File: config.mk
export PLATFORM = sky130hd
export DESIGN_NAME = eq_top
export DESIGN_NICKNAME = d
export VERILOG_FILES = /design/src/rtl/eq_pkg.sv /design/src/rtl/eq_coef_regs.sv /design/src/rtl/eq_ctrl.sv /design/src/rtl/eq_band_state.sv /design/src/rtl/eq_biquad_mac.sv /design/src/rtl/eq_top.sv
export SDC_FILE = /design/constraint.sdc
export NUM_CORES = 2
export LEC_CHECK = 0
export BUFFER_PORTS_ARGS = -buffer_cell sky130_fd_sc_hd__buf_2
export CAP_MARGIN = 20
export CORE_MARGIN = 5
export CORE_UTILIZATION = 30
export CTS_CLUSTER_SIZE = 12
export DETAILED_ROUTE_END_ITERATION = 8
export HOLD_SLACK_MARGIN = 0.15
export SYNTH_ARGS = -nofsm -noshare
export SYNTH_HDL_FRONTEND = slang
export SYNTH_SLANG_ARGS = --single-unit
File: constraint.sdc
create_clock -name lmmi_clk_i -period 8.4 [get_ports lmmi_clk_i]
set_input_delay 1.68 -clock lmmi_clk_i [delete_from_list [all_inputs] [get_ports lmmi_clk_i]]
set_output_delay 1.68 -clock lmmi_clk_i [all_outputs]
set_load 0.005 [all_outputs]
File: src/rtl/eq_pkg.sv
`default_nettype none

package eq_pkg;

    localparam int SAMPLE_W      = 16;
    // Signed Q2.14 coefficients
    localparam int COEF_W        = 16;
    localparam int COEF_FRAC     = 14;
    localparam int ACC_W         = 40;
    localparam int NUM_BANDS     = 3;
    localparam int TAPS_PER_BAND = 5;
    localparam int NUM_COEFS     = NUM_BANDS * TAPS_PER_BAND;
    localparam int COEF_IDX_W    = $clog2(NUM_COEFS);
    localparam int COEF_ONE      = 1 << COEF_FRAC;
    // Acceptance edge to output strobe
    localparam int EQ_LATENCY    = 17;
    // Width of the APB word index above the two byte address bits
    localparam int ADDR_W        = 6;
    localparam logic [ADDR_W-1:0] REG_CTRL = 6'd15;

    typedef struct packed {
        logic signed [COEF_W-1:0] b0;
        logic signed [COEF_W-1:0] b1;
        logic signed [COEF_W-1:0] b2;
        logic signed [COEF_W-1:0] a1;
        logic signed [COEF_W-1:0] a2;
    } biquad_coef_t;

    typedef struct packed {
        biquad_coef_t low;
        biquad_coef_t mid;
        biquad_coef_t high;
    } eq_coef_t;

    typedef enum logic [2:0] {
        TAP_B0,
        TAP_B1,
        TAP_B2,
        TAP_A1,
        TAP_A2
    } tap_op_e;

    typedef enum logic [1:0] {
        ST_IDLE,
        ST_RUN,
        ST_DONE
    } ctrl_state_e;

    // One tap command with final_band set for the high band
    typedef struct packed {
        logic [1:0] band;
        tap_op_e    op;
        logic       first;
        logic       last;
        logic       final_band;
    } mac_op_t;

endpackage

`default_nettype wire

File: src/rtl/eq_coef_regs.sv
`timescale 1ns/1ps
`default_nettype none

module eq_coef_regs (
    input  logic                      lmmi_clk_i,
    input  logic                      reset_n_i,
    input  logic                      psel_i,
    input  logic                      penable_i,
    input  logic                      pwrite_i,
    input  logic [eq_pkg::ADDR_W+1:0] paddr_i,
    input  logic [31:0]               pwdata_i,
    output logic [31:0]               prdata_o,
    output logic                      pready_o,
    output logic                      pslverr_o,
    output eq_pkg::eq_coef_t          coef_o,
    output logic                      clear_req_o
);

    logic [eq_pkg::ADDR_W-1:0]                           idx;
    logic [eq_pkg::COEF_IDX_W-1:0]                       word;
    logic                                                access;
    logic                                                is_coef;
    // Index 0 in the top bits to match the eq_coef_t layout
    logic [0:eq_pkg::NUM_COEFS-1][eq_pkg::COEF_W-1:0]    bank_q;

    assign idx     = paddr_i[eq_pkg::ADDR_W+1:2];
    assign word    = idx[eq_pkg::COEF_IDX_W-1:0];
    assign access  = psel_i & penable_i;
    assign is_coef = (idx < eq_pkg::REG_CTRL);

    // Zero wait states
    assign pready_o    = 1'b1;
    assign pslverr_o   = access & (idx > eq_pkg::REG_CTRL);
    assign clear_req_o = access & pwrite_i & (idx == eq_pkg::REG_CTRL) & pwdata_i[0];
    assign coef_o      = bank_q;

    always_ff @(posedge lmmi_clk_i) begin
        if (!reset_n_i) begin
            bank_q    <= '0;
            // Unity gain through the low band
            bank_q[0] <= eq_pkg::COEF_W'(eq_pkg::COEF_ONE);
        end else if (access && pwrite_i && is_coef) begin
            bank_q[word] <= pwdata_i[eq_pkg::COEF_W-1:0];
        end
    end

    // Control register and unmapped words read as zero
    always_comb begin
        prdata_o = '0;
        if (is_coef) begin
            prdata_o = {{(32 - eq_pkg::COEF_W){bank_q[word][eq_pkg::COEF_W-1]}}, bank_q[word]};
        end
    end

endmodule

`default_nettype wire

File: src/rtl/eq_ctrl.sv
`timescale 1ns/1ps
`default_nettype none

module eq_ctrl (
    input  logic            lmmi_clk_i,
    input  logic            reset_n_i,
    input  logic            sample_valid_i,
    input  logic            clear_req_i,
    output logic            busy_o,
    output eq_pkg::mac_op_t mac_op_o,
    output logic            mac_valid_o,
    output logic            x_latch_o,
    output logic            clear_o
);

    eq_pkg::ctrl_state_e state_q;
    // Tap counter as band and opcode
    logic [1:0]          band_q;
    eq_pkg::tap_op_e     op_q;
    logic                clr_pend_q;
    logic                idle;

    assign idle = (state_q == eq_pkg::ST_IDLE);

    // A clear takes the idle cycle and holds off acceptance
    assign clear_o     = idle & (clr_pend_q | clear_req_i);
    assign x_latch_o   = idle & sample_valid_i & ~clear_o;
    assign busy_o      = ~idle;
    assign mac_valid_o = (state_q == eq_pkg::ST_RUN);

    always_comb begin
        mac_op_o.band       = band_q;
        mac_op_o.op         = op_q;
        mac_op_o.first      = (op_q == eq_pkg::TAP_B0);
        mac_op_o.last       = (op_q == eq_pkg::TAP_A2);
        mac_op_o.final_band = (band_q == 2'(eq_pkg::NUM_BANDS - 1));
    end

    // Requests arriving mid-sample wait here
    always_ff @(posedge lmmi_clk_i) begin
        if (!reset_n_i) begin
            clr_pend_q <= 1'b0;
        end else if (clear_o) begin
            clr_pend_q <= 1'b0;
        end else if (clear_req_i) begin
            clr_pend_q <= 1'b1;
        end
    end

    always_ff @(posedge lmmi_clk_i) begin
        if (!reset_n_i) begin
            state_q <= eq_pkg::ST_IDLE;
            band_q  <= '0;
            op_q    <= eq_pkg::TAP_B0;
        end else begin
            case (state_q)
                eq_pkg::ST_IDLE: begin
                    if (x_latch_o) begin
                        state_q <= eq_pkg::ST_RUN;
                        band_q  <= '0;
                        op_q    <= eq_pkg::TAP_B0;
                    end
                end
                eq_pkg::ST_RUN: begin
                    if (mac_op_o.last) begin
                        op_q   <= eq_pkg::TAP_B0;
                        band_q <= band_q + 2'd1;
                        if (mac_op_o.final_band) begin
                            state_q <= eq_pkg::ST_DONE;
                        end
                    end else begin
                        op_q <= eq_pkg::tap_op_e'(op_q + 3'd1);
                    end
                end
                // MAC drains its last tap here
                eq_pkg::ST_DONE: state_q <= eq_pkg::ST_IDLE;
                default:         state_q <= eq_pkg::ST_IDLE;
            endcase
        end
    end

endmodule

`default_nettype wire

File: src/rtl/eq_band_state.sv
`timescale 1ns/1ps
`default_nettype none

module eq_band_state (
    input  logic                                               lmmi_clk_i,
    input  logic                                               reset_n_i,
    input  logic                                               clear_i,
    input  logic                                               x_latch_i,
    input  logic                                               x_shift_i,
    input  logic [eq_pkg::SAMPLE_W-1:0]                        sample_i,
    input  logic                                               y_wr_i,
    input  logic [1:0]                                         y_band_i,
    input  logic [eq_pkg::SAMPLE_W-1:0]                        y_value_i,
    output logic [eq_pkg::SAMPLE_W-1:0]                        x0_o,
    output logic [eq_pkg::SAMPLE_W-1:0]                        x1_o,
    output logic [eq_pkg::SAMPLE_W-1:0]                        x2_o,
    output logic [eq_pkg::NUM_BANDS-1:0][eq_pkg::SAMPLE_W-1:0] y1_o,
    output logic [eq_pkg::NUM_BANDS-1:0][eq_pkg::SAMPLE_W-1:0] y2_o
);

    // Input history shared by all bands
    always_ff @(posedge lmmi_clk_i) begin
        if (!reset_n_i || clear_i) begin
            x0_o <= '0;
            x1_o <= '0;
            x2_o <= '0;
        end else begin
            if (x_latch_i) begin
                x0_o <= sample_i;
            end
            if (x_shift_i) begin
                x1_o <= x0_o;
                x2_o <= x1_o;
            end
        end
    end

    // Output history per band
    always_ff @(posedge lmmi_clk_i) begin
        if (!reset_n_i || clear_i) begin
            y1_o <= '0;
            y2_o <= '0;
        end else if (y_wr_i) begin
            y1_o[y_band_i] <= y_value_i;
            y2_o[y_band_i] <= y1_o[y_band_i];
        end
    end

endmodule

`default_nettype wire

File: src/rtl/eq_biquad_mac.sv
`timescale 1ns/1ps
`default_nettype none

module eq_biquad_mac (
    input  logic                                               lmmi_clk_i,
    input  logic                                               reset_n_i,
    input  eq_pkg::eq_coef_t                                   coef_i,
    input  eq_pkg::mac_op_t                                    mac_op_i,
    input  logic                                               mac_valid_i,
    input  logic [eq_pkg::SAMPLE_W-1:0]                        x0_i,
    input  logic [eq_pkg::SAMPLE_W-1:0]                        x1_i,
    input  logic [eq_pkg::SAMPLE_W-1:0]                        x2_i,
    input  logic [eq_pkg::NUM_BANDS-1:0][eq_pkg::SAMPLE_W-1:0] y1_i,
    input  logic [eq_pkg::NUM_BANDS-1:0][eq_pkg::SAMPLE_W-1:0] y2_i,
    output logic                                               y_wr_o,
    output logic [1:0]                                         y_band_o,
    output logic [eq_pkg::SAMPLE_W-1:0]                        y_value_o,
    output logic                                               x_shift_o,
    output logic [eq_pkg::SAMPLE_W-1:0]                        out_o,
    output logic                                               out_valid_o
);

    eq_pkg::biquad_coef_t                           band_coef;
    logic signed [eq_pkg::COEF_W-1:0]               coef_sel;
    logic signed [eq_pkg::SAMPLE_W-1:0]             operand;
    logic signed [eq_pkg::COEF_W+eq_pkg::SAMPLE_W-1:0] prod_q;
    eq_pkg::mac_op_t                                op_q;
    logic                                           valid_q;
    logic signed [eq_pkg::ACC_W-1:0]                prod_ext;
    logic signed [eq_pkg::ACC_W-1:0]                acc_q;
    logic signed [eq_pkg::ACC_W-1:0]                acc_next;
    logic signed [eq_pkg::SAMPLE_W+1:0]             sum_q;
    logic signed [eq_pkg::SAMPLE_W+1:0]             sum_next;
    logic signed [eq_pkg::SAMPLE_W-1:0]             band_y;

    // Clamp to the signed sample range
    function automatic logic [eq_pkg::SAMPLE_W-1:0] sat_sample(
        input logic signed [eq_pkg::ACC_W-1:0] v
    );
        if (v[eq_pkg::ACC_W-1:eq_pkg::SAMPLE_W-1] !=
            {(eq_pkg::ACC_W - eq_pkg::SAMPLE_W + 1){v[eq_pkg::ACC_W-1]}}) begin
            return v[eq_pkg::ACC_W-1] ? {1'b1, {(eq_pkg::SAMPLE_W-1){1'b0}}}
                                      : {1'b0, {(eq_pkg::SAMPLE_W-1){1'b1}}};
        end
        return v[eq_pkg::SAMPLE_W-1:0];
    endfunction

    // Coefficient and operand for the current tap
    always_comb begin
        case (mac_op_i.band)
            2'd0:    band_coef = coef_i.low;
            2'd1:    band_coef = coef_i.mid;
            default: band_coef = coef_i.high;
        endcase
        case (mac_op_i.op)
            eq_pkg::TAP_B0: begin
                coef_sel = band_coef.b0;
                operand  = x0_i;
            end
            eq_pkg::TAP_B1: begin
                coef_sel = band_coef.b1;
                operand  = x1_i;
            end
            eq_pkg::TAP_B2: begin
                coef_sel = band_coef.b2;
                operand  = x2_i;
            end
            eq_pkg::TAP_A1: begin
                coef_sel = band_coef.a1;
                operand  = y1_i[mac_op_i.band];
            end
            default: begin
                coef_sel = band_coef.a2;
                operand  = y2_i[mac_op_i.band];
            end
        endcase
    end

    always_ff @(posedge lmmi_clk_i) begin
        if (!reset_n_i) begin
            valid_q <= 1'b0;
        end else begin
            valid_q <= mac_valid_i;
        end
    end

    // Pipeline register in front of the accumulator
    always_ff @(posedge lmmi_clk_i) begin
        prod_q <= coef_sel * operand;
        op_q   <= mac_op_i;
    end

    // Feedback taps subtract
    always_comb begin
        prod_ext = eq_pkg::ACC_W'(prod_q);
        if (op_q.op == eq_pkg::TAP_A1 || op_q.op == eq_pkg::TAP_A2) begin
            prod_ext = -prod_ext;
        end
        acc_next = (op_q.first ? '0 : acc_q) + prod_ext;
        band_y   = sat_sample(acc_next >>> eq_pkg::COEF_FRAC);
        sum_next = ((op_q.band == 2'd0) ? '0 : sum_q) + (eq_pkg::SAMPLE_W + 2)'(band_y);
    end

    always_ff @(posedge lmmi_clk_i) begin
        if (valid_q) begin
            acc_q <= acc_next;
            if (op_q.last) begin
                sum_q <= sum_next;
            end
        end
    end

    // Band closes in the cycle after its last tap
    assign y_wr_o    = valid_q & op_q.last;
    assign y_band_o  = op_q.band;
    assign y_value_o = band_y;
    assign x_shift_o = y_wr_o & op_q.final_band;

    always_ff @(posedge lmmi_clk_i) begin
        if (!reset_n_i) begin
            out_o       <= '0;
            out_valid_o <= 1'b0;
        end else begin
            out_valid_o <= x_shift_o;
            if (x_shift_o) begin
                out_o <= sat_sample(eq_pkg::ACC_W'(sum_next));
            end
        end
    end

endmodule

`default_nettype wire

File: src/rtl/eq_top.sv
`timescale 1ns/1ps
`default_nettype none

module eq_top (
    input  logic                      lmmi_clk_i,
    input  logic                      reset_n_i,
    input  logic                      psel_i,
    input  logic                      penable_i,
    input  logic                      pwrite_i,
    input  logic [eq_pkg::ADDR_W+1:0] paddr_i,
    input  logic [31:0]               pwdata_i,
    output logic [31:0]               prdata_o,
    output logic                      pready_o,
    output logic                      pslverr_o,
    input  logic [eq_pkg::SAMPLE_W-1:0] sample_i,
    input  logic                      sample_valid_i,
    output logic                      busy_o,
    output logic [eq_pkg::SAMPLE_W-1:0] out_o,
    output logic                      out_valid_o
);

    eq_pkg::eq_coef_t                               coef;
    eq_pkg::mac_op_t                                mac_op;
    logic                                           clear_req;
    logic                                           mac_valid;
    logic                                           x_latch;
    logic                                           x_shift;
    logic                                           clear;
    logic                                           y_wr;
    logic [1:0]                                     y_band;
    logic [eq_pkg::SAMPLE_W-1:0]                    y_value;
    logic [eq_pkg::SAMPLE_W-1:0]                    x0;
    logic [eq_pkg::SAMPLE_W-1:0]                    x1;
    logic [eq_pkg::SAMPLE_W-1:0]                    x2;
    logic [eq_pkg::NUM_BANDS-1:0][eq_pkg::SAMPLE_W-1:0] y1;
    logic [eq_pkg::NUM_BANDS-1:0][eq_pkg::SAMPLE_W-1:0] y2;

    eq_coef_regs regs_i (
        .lmmi_clk_i (lmmi_clk_i), .reset_n_i (reset_n_i),
        .psel_i     (psel_i),     .penable_i (penable_i),
        .pwrite_i   (pwrite_i),   .paddr_i   (paddr_i),
        .pwdata_i   (pwdata_i),   .prdata_o  (prdata_o),
        .pready_o   (pready_o),   .pslverr_o (pslverr_o),
        .coef_o     (coef),       .clear_req_o (clear_req)
    );

    eq_ctrl ctrl_i (
        .lmmi_clk_i     (lmmi_clk_i),     .reset_n_i   (reset_n_i),
        .sample_valid_i (sample_valid_i), .clear_req_i (clear_req),
        .busy_o         (busy_o),         .mac_op_o    (mac_op),
        .mac_valid_o    (mac_valid),      .x_latch_o   (x_latch),
        .clear_o        (clear)
    );

    eq_band_state state_i (
        .lmmi_clk_i (lmmi_clk_i), .reset_n_i (reset_n_i),
        .clear_i    (clear),      .x_latch_i (x_latch),
        .x_shift_i  (x_shift),    .sample_i  (sample_i),
        .y_wr_i     (y_wr),       .y_band_i  (y_band),
        .y_value_i  (y_value),
        .x0_o (x0), .x1_o (x1), .x2_o (x2),
        .y1_o (y1), .y2_o (y2)
    );

    eq_biquad_mac mac_i (
        .lmmi_clk_i  (lmmi_clk_i), .reset_n_i   (reset_n_i),
        .coef_i      (coef),       .mac_op_i    (mac_op),
        .mac_valid_i (mac_valid),
        .x0_i (x0), .x1_i (x1), .x2_i (x2),
        .y1_i (y1), .y2_i (y2),
        .y_wr_o      (y_wr),       .y_band_o    (y_band),
        .y_value_o   (y_value),    .x_shift_o   (x_shift),
        .out_o       (out_o),      .out_valid_o (out_valid_o)
    );

endmodule

`default_nettype wire

==> results by group <==
Cells and area
  – Nets@finish: 4,923
  – Area of the multi-input gates: around 24,000 sq um
  – Filler instances: about 13,000
  – Final core utilization: about a third
  – FF+latch area: 10,800 sq um
  – P&R area growth vs syn: 13.3%
  – Final Cell Area: 42,000 sq um
  – Share of layout cells above drive strength 1: around 11%

Timing
  – Final Slew Violations: 0
  – Slew HR: 19.1%
  – FMAX: ~120 MHz
  – Post-route minimum period: just over 8 ns
  – Final hold viol count: 0
  – # setup viols final: 0
  – Worst Tran Pin Value: roughly 1.2 ns
  – Crit share post-route: a little over nine tenths
  – Worst-case clock skew: a little over 0.02 ns

Synth
  – Leading area contributor after synthesis: dfxtp_1
  – Sequential cell area fraction in the yosys report: between 20% and 30%
  – Synthesized area: between 30,000 and 40,000 sq um
  – Net count after synthesis: between 4,000 and 5,000
  – Netlist cell types: 88
  – Seq cells post-synth: a little over 500
  – Synth warn: 0
  – Predominant post-synthesis flop cell: dfxtp_1
  – Yosys top cell area share: ~24%
  – Synth area leaders: dfxtp_1 24%, fa_1 14%, nand2_1 10%
  – Async S/R FF share, synth: 0%
  – Post-Synthesis Cells: roughly 4,400
  – Number of flops mapped to enable cells by yosys: 58
  – Syn_area_per_cell: 8.41 sq um

Drt
  – Drt wl/cell: roughly 19 um
  – TritonRoute pass-1 iters: 7
  – Uppermost routed layer: met5
  – Total number of vias: approximately 32,000
  – Met2 wire len: around 54,000 um
  – DRT iter0 DRCs: about 3,400
  – DR WL met3: ~10000 um
  – Vias per Instance: around 5.2
  – Post-DRT Antenna Nets: 0
  – DRC viols: 0
  – Final wirelength: 119,000 um
  – Met1 Routed Length: around 50,000 um

Floorplanning
  – Io pins: between 100 and 150
  – Die H: approximately 360 um
  – Initial Util: ~30%
  – Site row count: around 130
  – Die area: 131,000 sq um
  – Die width: between 300 and 400 um
  – CORE AREA: about 120,000 sq um

CTS
  – CTS tree: yes
  – Clk_lat worst skew: roughly 0.64 ns
  – CTS sink cnt: around 510
  – Root Buffer: clkbuf_16
  – Clk slew on worst S/H paths: roughly 0.060 ns
  – TritonCTS Buffers: 55
  – H-tree levels: 2
  – CTS Buffer Depth: 3

Run status
  – Status: finished, final reports clean

Global routing
  – Largest net degree at the start of global routing: roughly 110
  – Vias in the first global route: 31,558
  – Tot GR Track Use: 17.7%
  – First-pass GRT wire length: 185,000 um
  – Grt ovf: 0
  – Initial antenna violation count: 11

Power
  – Max VDD drop: 0.142 mV
  – Power per Cell Area: between 100 and 150 nW/um^2
  – Leakage Power: about 17 nW

Place
  – DP Area: roughly 40,000 sq um
  – Routability cong.: just under 0.9
  – Buffers on Ports: between 90 and 100
  – HPWL after DPL: roughly 84,000 um

Setup path
  – Endpoint class of the critical path: flop
  – Slowest CP cell: fa_1
  – Worst path arrival time: around 8.6 ns
  – CP Class: flop to flop
  – Setup crit start kind: flop
  – Most used cell, CP: fa_1
  – Crit Path Max Fanout: 13
  – Largest stage delay, worst path: ~0.58 ns
  – Required time of the critical path: between 8 and 9 ns

Worst hold path
  – HP Class: flop to flop

Run
  – Max-Cap Viols: 0
[state kept, by name (all words and copies together), names as in the netlist, 18 cells and up]
register       cells
mac_i.prod_q      32
mac_i.acc_q       40
regs_i.coef_o    240
state_i.y2_o      48
state_i.y1_o      48
mac_i.sum_q       18
[per-stage QoR]
stage | power [W] | TNS [ns] | hold WS [ns] | setup WS [ns] | std cells
after floorplan | 0.00322 | -0.00767 | 0.353 | -0.00767 | 4407
after global placement | 0.00355 | -0.268 | 0.401 | -0.0351 | 6004
after detailed placement | 0.00356 | -1.23 | 0.405 | -0.123 | 6011
after CTS | 0.00603 | 0 | 0.415 | 0.0817 | 6111
after global routing | 0.00626 | -0.191 | 0.430 | -0.0348 | 6127
final | 0.00601 | 0 | 0.423 | 0.319 | 6130
[cell usage in the layout (no fill, tap or decap), types with 24 or more instances in the layout]
master,n
nor2_1,276
nor4b_1,33
o21ai_1,31
nand3_1,43
nor2b_1,97
edfxtp_1,58
mux4_2,64
xnor2_1,67
xor2_1,38
a22oi_1,91
nor3_1,76
dfxtp_1,446
clkbuf_16,58
inv_1,354
a21o_1,33
a21boi_0,245
buf_4,167
a311oi_1,32
a222oi_1,24
a21oi_1,187
nand2_1,1017
a211oi_1,29
buf_2,92
o21ai_0,102
fa_1,263
mux2i_1,52
ha_1,144
[critical path, delay by kind of cell, from the launching register on]
family	cells	cell delay [ns]
buf+inv	7	0.85
xor+xnor	1	0.16
fa+ha+maj	8	3.91
simple gates	2	0.18
flops	1	0.42
compound gates	10	2.44
[power breakdown]
part / switching [W] / internal [W] / leakage, nW
clock network: 0.00107 / 0.00141 / 0.894
registers: 0.0000321 / 0.00250 / 4.17
logic: 0.000648 / 0.000348 / 11.6
[cells in the mapped netlist, types with 8 or more instances]
cell,instances
buf_4,17
inv_1,355
nor4_1,21
nand2_1,1017
buf_1,15
a211oi_1,30
dfxtp_1,450
a21boi_0,245
nand2b_1,10
nor2_1,278
a31oi_1,18
a22oi_1,91
edfxtp_1,58
xnor2_1,67
ha_1,151
mux4_2,64
o221ai_1,12
xor2_1,38
and2_1,14
or3_1,9
o21ai_1,18
a21oi_1,192
a21o_1,33
a21oi_2,11
nor3_1,82
nor2b_1,99
a222oi_1,24
and3_1,14
o22ai_1,22
clkbuf_1,258
mux2i_1,52
fa_1,264
o31ai_1,15
o21a_1,20
o21bai_1,10
o21ai_0,117
nor4b_1,33
or4_1,8
a311oi_1,32
nand3_1,43
nand4_1,14
[area by class of cell]
cell class	instances	area share, %
clock buffers	88	4.01
diodes	4	0.0238
clock inverters	12	0.316
inverters	357	3.21
flip-flops and latches	508	25.6
well taps	1637	4.88
multi-input cells	3242	57.0
repair buffers	282	5.01
[cell families (layout without fill, tap and decap cells)]
logic type / Yosys count / after routing / share of synthesized area [%]
simple gates: 1667 / 1667 / 19.4
compound gates: 935 / 935 / 17.4
buf+inv: 657 / 739 / 6.95
flops: 508 / 508 / 29.0
fa+ha+maj: 415 / 415 / 19.3
mux: 117 / 117 / 5.32
xor+xnor: 107 / 107 / 2.62
other cells: 1 / 5 / 0.0101
[what timing repair did]
item | in CTS | in global routing
gates resized for setup | 1 | 35
endpoints found under the setup margin | 15 | 21
pin swaps | 0 | 7
buffers inserted | 0 | 14
hold buffers | 0 | 0
[metal layers]
metal  up-vias  global-route usage (%)
li1      14932                       -
met2      1271                    28.5
met4         4                    5.00
met5         -                       0
met3       199                    3.05
met1     15696                    24.4
[worst paths after layout]
| check | endpoint | startpoint | slack (ns) | cells past startpoint |
|---|---|---|---|---|
| max | mac_i.prod_q[31]$_DFF_P_ | ctrl_i.op_q[0]$_SDFFE_PN0P_ | 0.32 | 28 |
| min | mac_i.op_q[4]$_DFF_P_ | ctrl_i.op_q[1]$_SDFFE_PN0P_ | 0.42 | 0 |
| max reg2reg | mac_i.prod_q[31]$_DFF_P_ | ctrl_i.op_q[0]$_SDFFE_PN0P_ | 0.32 | 28 |
| min reg2reg | mac_i.op_q[4]$_DFF_P_ | ctrl_i.op_q[1]$_SDFFE_PN0P_ | 0.42 | 0 |
Note: power is estimated with default switching activity, not from simulation.
